--- src/common/fetch_consts.svh ---
`ifndef FETCH_CONSTS_SVH
`define FETCH_CONSTS_SVH

// cache geometry
`define FETCH_OFFSET_BITS 4
`define FETCH_INDEX_BITS 2
`define FETCH_LINES 4

// AR length field as beats minus one
`define FETCH_BURST_LEN 3

`define FETCH_RESET_PC 32'h0000_0000

// rom depth in words with addresses wrapping at 128 bytes
`define ROM_WORDS 32

// cycles from AR acceptance to the first beat
`define ROM_LATENCY 3

`endif

--- src/program.hex ---
// one 32-bit instruction word per line, word 0 at byte address 0
// 32 words fill the 128-byte rom, eight 16-byte cache lines
00000013
00100093
00200113
00300193
00400213
00500293
00600313
00700393
00800413
00900493
00a00513
00b00593
00c00613
00d00693
00e00713
00f00793
01000813
01100893
01200913
01300993
01400a13
01500a93
01600b13
01700b93
01800c13
01900c93
01a00d13
01b00d93
01c00e13
01d00e93
01e00f13
01f00f93

--- src/common/fetch_pkg.sv ---
`include "fetch_consts.svh"

package fetch_pkg;

  // words per cache line
  localparam int LINE_WORDS = 2 ** (`FETCH_OFFSET_BITS - 2);

  // address fields above the line offset
  typedef logic [31-`FETCH_INDEX_BITS-`FETCH_OFFSET_BITS:0] tag_t;
  typedef logic [`FETCH_INDEX_BITS-1:0] index_t;

  // word 0 holds the lowest address
  typedef logic [LINE_WORDS-1:0][31:0] line_t;

  // read address request with a line aligned addr
  typedef struct packed {
    logic [31:0] addr;
    logic [7:0]  len;
  } ar_req_t;

  // one read data beat
  typedef struct packed {
    logic [31:0] data;
    logic [1:0]  resp;
    logic        last;
  } r_beat_t;

  // instruction handed to the decoder
  typedef struct packed {
    logic [31:0] pc;
    logic [31:0] inst;
  } fetch_out_t;

endpackage

--- src/ifu/icache_store.sv ---
`include "fetch_consts.svh"

module icache_store
  import fetch_pkg::*;
(
  input  logic   clock,
  input  logic   reset,
  input  index_t lookup_index,
  input  tag_t   lookup_tag,
  input  logic   fill_beat,
  input  logic   [31:0] fill_data,
  input  logic   flush_cache,
  output logic   hit,
  output line_t  line
);

  logic [`FETCH_LINES-1:0] valid;
  tag_t tags [`FETCH_LINES];
  line_t lines [`FETCH_LINES];

  // valid bits cleared all at once
  always_ff @(posedge clock) begin
    if (reset) begin
      valid <= '0;
    end else if (flush_cache) begin
      valid <= '0;
    end else if (fill_beat) begin
      valid[lookup_index] <= 1'b1;
    end
  end

  // each beat shifts the line down a word with the newest word on top
  always_ff @(posedge clock) begin
    if (fill_beat) begin
      tags[lookup_index] <= lookup_tag;
      lines[lookup_index] <= {fill_data, lines[lookup_index][LINE_WORDS-1:1]};
    end
  end

  assign hit = valid[lookup_index] && (tags[lookup_index] == lookup_tag);
  assign line = lines[lookup_index];

endmodule

--- src/ifu/fetch_ctrl.sv ---
`include "fetch_consts.svh"

module fetch_ctrl
  import fetch_pkg::*;
(
  input  logic        clock,
  input  logic        reset,
  input  logic        redirect,
  input  logic [31:0] redirect_pc,
  input  logic        npc_valid,
  input  logic [31:0] npc,
  input  logic        idu_ready,
  input  logic        block,
  input  logic        ar_ready,
  input  logic        r_valid,
  input  r_beat_t     r,
  input  logic        hit,
  input  line_t       line,
  output logic        fetch_valid,
  output fetch_out_t  fetch,
  output logic        fetch_busy,
  output logic        inst_addr_misaligned,
  output logic        ar_valid,
  output ar_req_t     ar,
  output logic        r_ready,
  output index_t      lookup_index,
  output tag_t        lookup_tag,
  output logic        fill_beat,
  output logic [31:0] fill_data
);

  localparam int TAG_LSB = `FETCH_OFFSET_BITS + `FETCH_INDEX_BITS;

  typedef enum logic {
    st_lookup,
    st_refill
  } state_t;

  state_t state;
  logic [31:0] pc;
  logic [31:0] refill_addr;
  logic [31:0] lookup_addr;
  logic pipeline_empty;
  logic [3:0] misalign_q;
  logic fetch_enable;
  logic miss_allowed;
  logic take_hit;
  logic issue_miss;
  logic r_fire;

  assign fetch_enable = (misalign_q == 4'b0) && (state == st_lookup) && !block && idu_ready;

  // only fetch from memory when the pc is known to be on the real path
  assign miss_allowed = pipeline_empty || (npc_valid && (npc == pc));

  assign take_hit = !redirect && fetch_enable && hit;
  assign issue_miss = !redirect && fetch_enable && !hit && miss_allowed;
  assign r_fire = r_valid && r_ready;

  // the refill keeps its own address even if the pc is redirected
  assign lookup_addr = (state == st_refill) ? refill_addr : pc;
  assign lookup_index = lookup_addr[TAG_LSB-1:`FETCH_OFFSET_BITS];
  assign lookup_tag = lookup_addr[31:TAG_LSB];

  assign fill_beat = r_fire;
  assign fill_data = r.data;

  assign ar = '{addr: refill_addr, len: 8'(`FETCH_BURST_LEN)};
  assign fetch_busy = (state == st_refill);
  assign inst_addr_misaligned = misalign_q[3];

  always_ff @(posedge clock) begin
    if (reset) begin
      state <= st_lookup;
      pc <= `FETCH_RESET_PC;
      fetch_valid <= 1'b0;
      ar_valid <= 1'b0;
      r_ready <= 1'b0;
      pipeline_empty <= 1'b1;
      misalign_q <= 4'b0;
    end else begin
      // delay line fills with ones and only moves when not blocked
      if (!block) begin
        misalign_q[3:1] <= misalign_q[2:0];
      end

      if (redirect) begin
        pc <= redirect_pc;
        fetch_valid <= 1'b0;
        pipeline_empty <= 1'b1;
        if (redirect_pc[1:0] == 2'b00) begin
          misalign_q <= 4'b0;
        end else begin
          misalign_q <= 4'b0001;
        end
      end else if (fetch_enable) begin
        if (hit) begin
          fetch_valid <= 1'b1;
          pc <= pc + 32'd4;
          pipeline_empty <= 1'b0;
        end else begin
          fetch_valid <= 1'b0;
          if (miss_allowed) begin
            state <= st_refill;
            ar_valid <= 1'b1;
          end
        end
      end

      if (state == st_refill) begin
        if (ar_valid && ar_ready) begin
          ar_valid <= 1'b0;
          r_ready <= 1'b1;
        end
        if (r_fire && r.last) begin
          r_ready <= 1'b0;
          state <= st_lookup;
        end
      end
    end
  end

  // fetch payload and burst address
  always_ff @(posedge clock) begin
    if (redirect && (redirect_pc[1:0] != 2'b00)) begin
      fetch.pc <= redirect_pc;
    end else if (take_hit) begin
      fetch.pc <= pc;
      fetch.inst <= line[pc[`FETCH_OFFSET_BITS-1:2]];
    end
    if (issue_miss) begin
      refill_addr <= {pc[31:`FETCH_OFFSET_BITS], {`FETCH_OFFSET_BITS{1'b0}}};
    end
  end

endmodule

--- src/hdl/burst_rom.sv ---
`include "fetch_consts.svh"

module burst_rom
  import fetch_pkg::*;
(
  input  logic    clock,
  input  logic    reset,
  input  logic    ar_valid,
  input  ar_req_t ar,
  input  logic    r_ready,
  output logic    ar_ready,
  output logic    r_valid,
  output r_beat_t r
);

  localparam int ADDR_BITS = $clog2(`ROM_WORDS);
  localparam int LAT_BITS = $clog2(`ROM_LATENCY + 1);

  typedef enum logic [1:0] {
    rom_idle,
    rom_wait,
    rom_burst
  } rom_state_t;

  rom_state_t state;
  logic [LAT_BITS-1:0] lat_cnt;
  logic [ADDR_BITS-1:0] word_addr;
  logic [7:0] beat_cnt;
  logic [7:0] beat_len;
  logic [31:0] mem [`ROM_WORDS];

  initial begin
    $readmemh("/design/src/program.hex", mem);
  end

  assign ar_ready = (state == rom_idle);
  assign r_valid = (state == rom_burst);
  assign r = '{data: mem[word_addr], resp: 2'b00, last: (beat_cnt == beat_len)};

  always_ff @(posedge clock) begin
    if (reset) begin
      state <= rom_idle;
      lat_cnt <= '0;
    end else begin
      case (state)
        rom_idle: begin
          if (ar_valid) begin
            state <= rom_wait;
            lat_cnt <= LAT_BITS'(1);
          end
        end
        rom_wait: begin
          if (lat_cnt == LAT_BITS'(`ROM_LATENCY - 1)) begin
            state <= rom_burst;
          end else begin
            lat_cnt <= lat_cnt + 1'b1;
          end
        end
        rom_burst: begin
          if (r_ready && r.last) begin
            state <= rom_idle;
          end
        end
        default: state <= rom_idle;
      endcase
    end
  end

  // word address wraps at the rom size
  always_ff @(posedge clock) begin
    if (ar_valid && ar_ready) begin
      word_addr <= ar.addr[ADDR_BITS+1:2];
      beat_len <= ar.len;
      beat_cnt <= 8'd0;
    end else if (r_valid && r_ready) begin
      word_addr <= word_addr + 1'b1;
      beat_cnt <= beat_cnt + 8'd1;
    end
  end

endmodule

--- src/hdl/fetch_top.sv ---
module fetch_top
  import fetch_pkg::*;
(
  input  logic        clock,
  input  logic        reset,
  input  logic        redirect,
  input  logic [31:0] redirect_pc,
  input  logic        npc_valid,
  input  logic [31:0] npc,
  input  logic        idu_ready,
  input  logic        block,
  input  logic        flush_cache,
  output logic        fetch_valid,
  output fetch_out_t  fetch,
  output logic        fetch_busy,
  output logic        inst_addr_misaligned
);

  logic ar_valid;
  logic ar_ready;
  ar_req_t ar;
  logic r_valid;
  logic r_ready;
  r_beat_t r;
  index_t lookup_index;
  tag_t lookup_tag;
  logic fill_beat;
  logic [31:0] fill_data;
  logic hit;
  line_t line;

  fetch_ctrl i_fetch_ctrl (
    .clock                (clock),
    .reset                (reset),
    .redirect             (redirect),
    .redirect_pc          (redirect_pc),
    .npc_valid            (npc_valid),
    .npc                  (npc),
    .idu_ready            (idu_ready),
    .block                (block),
    .ar_ready             (ar_ready),
    .r_valid              (r_valid),
    .r                    (r),
    .hit                  (hit),
    .line                 (line),
    .fetch_valid          (fetch_valid),
    .fetch                (fetch),
    .fetch_busy           (fetch_busy),
    .inst_addr_misaligned (inst_addr_misaligned),
    .ar_valid             (ar_valid),
    .ar                   (ar),
    .r_ready              (r_ready),
    .lookup_index         (lookup_index),
    .lookup_tag           (lookup_tag),
    .fill_beat            (fill_beat),
    .fill_data            (fill_data)
  );

  icache_store i_icache_store (
    .clock        (clock),
    .reset        (reset),
    .lookup_index (lookup_index),
    .lookup_tag   (lookup_tag),
    .fill_beat    (fill_beat),
    .fill_data    (fill_data),
    .flush_cache  (flush_cache),
    .hit          (hit),
    .line         (line)
  );

  burst_rom i_burst_rom (
    .clock    (clock),
    .reset    (reset),
    .ar_valid (ar_valid),
    .ar       (ar),
    .r_ready  (r_ready),
    .ar_ready (ar_ready),
    .r_valid  (r_valid),
    .r        (r)
  );

endmodule

--- config.mk ---
export PLATFORM = sky130hd
export DESIGN_NAME = fetch_top
export DESIGN_NICKNAME = d
export VERILOG_FILES = /design/src/common/fetch_pkg.sv /design/src/ifu/icache_store.sv /design/src/ifu/fetch_ctrl.sv /design/src/hdl/burst_rom.sv /design/src/hdl/fetch_top.sv
export VERILOG_INCLUDE_DIRS = /design/src /design/src/common
export SDC_FILE = /design/constraint.sdc
export NUM_CORES = 1
export LEC_CHECK = 0
export BUFFER_PORTS_ARGS = -buffer_cell sky130_fd_sc_hd__buf_2
export CELL_PAD_IN_SITES_DETAIL_PLACEMENT = 0
export CELL_PAD_IN_SITES_GLOBAL_PLACEMENT = 1
export CORE_MARGIN = 2
export CORE_UTILIZATION = 48
export DETAILED_ROUTE_END_ITERATION = 10
export PLACE_DENSITY = 0.73
export SETUP_SLACK_MARGIN = 0.2
export SYNTH_ARGS = -nofsm -noshare
export SYNTH_HDL_FRONTEND = slang
export SYNTH_HIERARCHICAL = 1
export SYNTH_SLANG_ARGS = --single-unit
export TNS_END_PERCENT = 10
--- constraint.sdc ---
create_clock -name clock -period 24 [get_ports clock]
set_input_delay 3.6 -clock clock [delete_from_list [all_inputs] [get_ports clock]]
set_output_delay 3.6 -clock clock [all_outputs]
set_load 0.02 [all_outputs]
==> impl_metrics.prom <==
# TYPE chip_impl_metric gauge
chip_impl_info{name="status",value="finished, final reports clean"} 1
chip_impl_info{name="reg2reg_to",value="i_fetch_ctrl/pc[26]$_SDFFE_PP0P_"} 1
chip_impl_metric{name="netlist_instances",unit=""} 1573
chip_impl_metric{name="io_buffers",unit=""} 137
chip_impl_metric{name="fmax",unit="MHz"} 171
chip_impl_metric{name="post_cts_resized",unit=""} 0
chip_impl_metric{name="wp_buf_inv",unit=""} 3
chip_impl_metric{name="rows",unit=""} 93
chip_impl_metric{name="combinationalPowerShare",unit="%"} 5.7
chip_impl_metric{name="post-route-period-util",unit="%"} 24.3
chip_impl_info{name="kind_of_end_point_of_the_critical_path",value="register"} 1
chip_impl_info{name="final_cell_mix",value="sky130_fd_sc_hd__edfxtp_1, sky130_fd_sc_hd__mux4_2, sky130_fd_sc_hd__buf_2, sky130_fd_sc_hd__clkbuf_16, sky130_fd_sc_hd__xnor2_1"} 1
chip_impl_metric{name="layout.nets",unit=""} 1763
chip_impl_metric{name="pwr_cell_area",unit="nW/um^2"} 83.5
chip_impl_metric{name="worst-path-stages",unit=""} 13
chip_impl_metric{name="num_antenna_cells",unit=""} 0
chip_impl_info{name="clk_root_buffer_cell",value="sky130_fd_sc_hd__clkbuf_16"} 1
chip_impl_metric{name="via_per_inst",unit=""} 5.58
chip_impl_metric{name="ir_worst_vdd",unit="V"} 0.0000665
chip_impl_metric{name="num_vias",unit=""} 14500
chip_impl_metric{name="pin_count",unit=""} 138
chip_impl_metric{name="htree_num_levels",unit=""} 3
chip_impl_metric{name="timing.setup.tns",unit="ps"} 0
chip_impl_metric{name="clk_transition_reported_paths",unit="ps"} 60
chip_impl_metric{name="clkLatencyLatePin",unit="ps"} 610
chip_impl_metric{name="postPlaceCellArea",unit="sq um"} 32000
chip_impl_metric{name="syn-mean-instance-area",unit="sq um"} 19.6
chip_impl_metric{name="first_global_vias",unit=""} 15300
chip_impl_info{name="worst_path_dominant_cell_family",value="buffers and inverters"} 1
chip_impl_metric{name="cts_made_buffers",unit=""} 81
chip_impl_metric{name="holdBufCountCts",unit=""} 0
chip_impl_metric{name="post-dp-hpwl",unit="mm"} 31.5
chip_impl_metric{name="gr-usage-all-layers",unit="%"} 17.7
chip_impl_info{name="min_path_type",value="reg -> reg"} 1
chip_impl_metric{name="finalHoldViolCount",unit=""} 0
chip_impl_info{name="final_common_cell",value="sky130_fd_sc_hd__edfxtp_1"} 1
chip_impl_metric{name="die_height",unit="microns"} 258
chip_impl_metric{name="tightest_slew",unit="ps"} 1090
chip_impl_info{name="cp_slowest_cell",value="sky130_fd_sc_hd__buf_4"} 1
chip_impl_metric{name="crit_path_max_incr_delay",unit="ps"} 830
chip_impl_metric{name="maximum_net_fanout_on_the_critical_path",unit=""} 66
chip_impl_metric{name="dieArea",unit="sq um"} 66400
chip_impl_metric{name="design.core.area",unit="sq um"} 64000
chip_impl_metric{name="start_util",unit="%"} 48.3
chip_impl_metric{name="first_pass_iters",unit=""} 5
chip_impl_metric{name="longest_clk_path_bufs",unit=""} 3
chip_impl_metric{name="area_of_combinational_cells_with_multiple_inputs",unit="sq um"} 7420
chip_impl_metric{name="fillCellCount",unit=""} 5020
chip_impl_metric{name="power_switching_share",unit="%"} 20.8
chip_impl_metric{name="cts_sinks",unit=""} 773
chip_impl_info{name="critical-path-top-cell-by-count",value="sky130_fd_sc_hd__buf_4"} 1
chip_impl_metric{name="drc_errors",unit=""} 0
chip_impl_info{name="timing.critical_path.cells",value="mux2_8 -> buf_4 -> buf_4 -> mux4_1 -> xnor2_1 -> nand4_1 -> nor2_1 -> o2111a_1 -> nand3_1 -> nor2_4 -> buf_4 -> and4_1 -> a211oi_1"} 1
chip_impl_metric{name="final-seq-area",unit="sq um"} 22600
chip_impl_info{name="setup_crit_path_kind",value="reg -> reg"} 1
chip_impl_metric{name="p_sw",unit="uW"} 601
chip_impl_metric{name="timing.reg2reg.setup_slack",unit="ps"} 18160
chip_impl_metric{name="dieWidth",unit="microns"} 258
chip_impl_metric{name="drive_gt1_share",unit="%"} 28.2
chip_impl_metric{name="ff_to_ff_path_depth",unit=""} 13
chip_impl_metric{name="drt_wl_total",unit="mm"} 57.8
chip_impl_metric{name="layout-area-overhead-vs-synth",unit="%"} 12.2
chip_impl_metric{name="globalRouteOverflowTotal",unit=""} 0
chip_impl_metric{name="setup_viol",unit=""} 0
chip_impl_metric{name="grt_antenna_before_repair",unit=""} 0
chip_impl_info{name="holdCritStartpoint",value="i_icache_store/valid[0]$_SDFFE_PP0P_"} 1
chip_impl_info{name="reg2reg_from",value="i_fetch_ctrl/pc[4]$_SDFFE_PP0P_"} 1
chip_impl_metric{name="static-leakage-power",unit="nW"} 10.9
chip_impl_info{name="startpoint_type",value="register"} 1
chip_impl_metric{name="power.share.sequential",unit="%"} 52.0
chip_impl_info{name="hold_path_end",value="i_icache_store/valid[0]$_SDFFE_PP0P_"} 1
chip_impl_metric{name="maxCapViolCount",unit=""} 0
chip_impl_metric{name="cell_internal_pwr",unit="mW"} 2.29
chip_impl_metric{name="grt_max_degree",unit=""} 156
chip_impl_info{name="unrepaired_setup_endpoints_after_global_routing",value="no"} 1
chip_impl_metric{name="finalCoreUtilization",unit="%"} 54.1
chip_impl_metric{name="mappedNetlistArea",unit="sq um"} 30900
chip_impl_metric{name="drv_slew",unit=""} 0
chip_impl_metric{name="final.min_clock_period",unit="ps"} 5840
chip_impl_metric{name="clockPowerShare",unit="%"} 42.3
chip_impl_metric{name="drt_iter0_drc",unit=""} 910
chip_impl_metric{name="final_design_area_no_fill",unit="sq um"} 34700
chip_impl_metric{name="average_routed_wire_per_standard_cell",unit="microns"} 22.2
chip_impl_metric{name="final.hold.worst_slack",unit="ps"} 466
chip_impl_metric{name="worst_slew_margin_rel",unit="%"} 27.5
chip_impl_info{name="clock_tree_from_tritoncts",value="built"} 1
chip_impl_metric{name="grt_pass1_wl",unit="mm"} 89.6
chip_impl_metric{name="cp_data_required_time",unit="ps"} 24470
chip_impl_metric{name="drt.antenna.violating_nets",unit=""} 0
chip_impl_metric{name="worstPathArrival",unit="ps"} 6310
chip_impl_metric{name="ys_warn_count",unit=""} 6
chip_impl_metric{name="gp_congestion",unit=""} 0.795
chip_impl_metric{name="finClkSkew",unit="ps"} 18.1
chip_impl_metric{name="holdPathStages",unit=""} 1
chip_impl_metric{name="post_cts.repair.setup_buffers",unit=""} 0
## worst max path at each step
| stage | from | to |
|---|---|---|
| finish | i_fetch_ctrl/pc[4]$_SDFFE_PP0P_ | i_fetch_ctrl/pc[26]$_SDFFE_PP0P_ |
| global route | i_fetch_ctrl/pc[4]$_SDFFE_PP0P_ | i_fetch_ctrl/pc[26]$_SDFFE_PP0P_ |
| CTS | i_fetch_ctrl/pc[4]$_SDFFE_PP0P_ | i_fetch_ctrl/pc[26]$_SDFFE_PP0P_ |
| global placement | block | i_fetch_ctrl/pc[26]$_SDFFE_PP0P_ |
| floorplan | i_fetch_ctrl/fetch_busy$_SDFF_PP0_ | i_icache_store/lines[0][0]$_DFFE_PP_ |
| detailed placement | block | i_fetch_ctrl/pc[26]$_SDFFE_PP0P_ |
## power groups by stage
stage / Combinational, mW / Clock (mW) / Sequential [mW]
2_1_floorplan: 0.128 / 0 / 1.53
3_3_place_gp: 0.163 / 0 / 1.53
3_5_place_dp: 0.166 / 0 / 1.53
4_1_cts: 0.166 / 1.26 / 1.51
5_1_grt: 0.179 / 1.31 / 1.51
6_report: 0.164 / 1.22 / 1.51
## routing by layer
layer / routed length (microns) / GRT usage, % / part of all wire [%] / up-vias
met5: 0 / 0 / 0 / -
met4: 1370 / 5.19 / 2.4 / 0
met3: 2270 / 3.18 / 3.9 / 100
met2: 28700 / 29.5 / 50 / 304
met1: 25400 / 23.9 / 44 / 7617
li1: - / - / - / 6507
## per-stage QoR
stage          power, mW  instances  worst slack (ps)
2_1_floorplan       1.66       1610              9960
3_3_place_gp        1.70       2461             17950
3_5_place_dp        1.70       2461             17940
4_1_cts             2.93       2605             17940
5_1_grt             2.99       2605             17480
6_report            2.89       2605             18160
## cell type report
| class | instances | share of cell area (%) |
|---|---|---|
| multi-input cells | 664 | 21.4 |
| flip-flops and latches | 773 | 65.3 |
| clock inverters | 50 | 1.41 |
| inverters | 12 | 0.130 |
| clock buffers | 94 | 6.11 |
| repair buffers | 157 | 2.48 |
| well taps | 855 | 3.09 |
## sequential cells by signal, indices dropped and copies added (netlist names), 4 cells and up
register,count
i_burst_rom/beat_len,8
i_fetch_ctrl/refill_addr,28
i_icache_store/valid,4
i_fetch_ctrl/misalign_q,4
i_fetch_ctrl/fetch,64
i_fetch_ctrl/pc,32
i_icache_store/tags,104
i_burst_rom/beat_cnt,8
i_icache_store/lines,512
(Power assumes the default switching activity.)
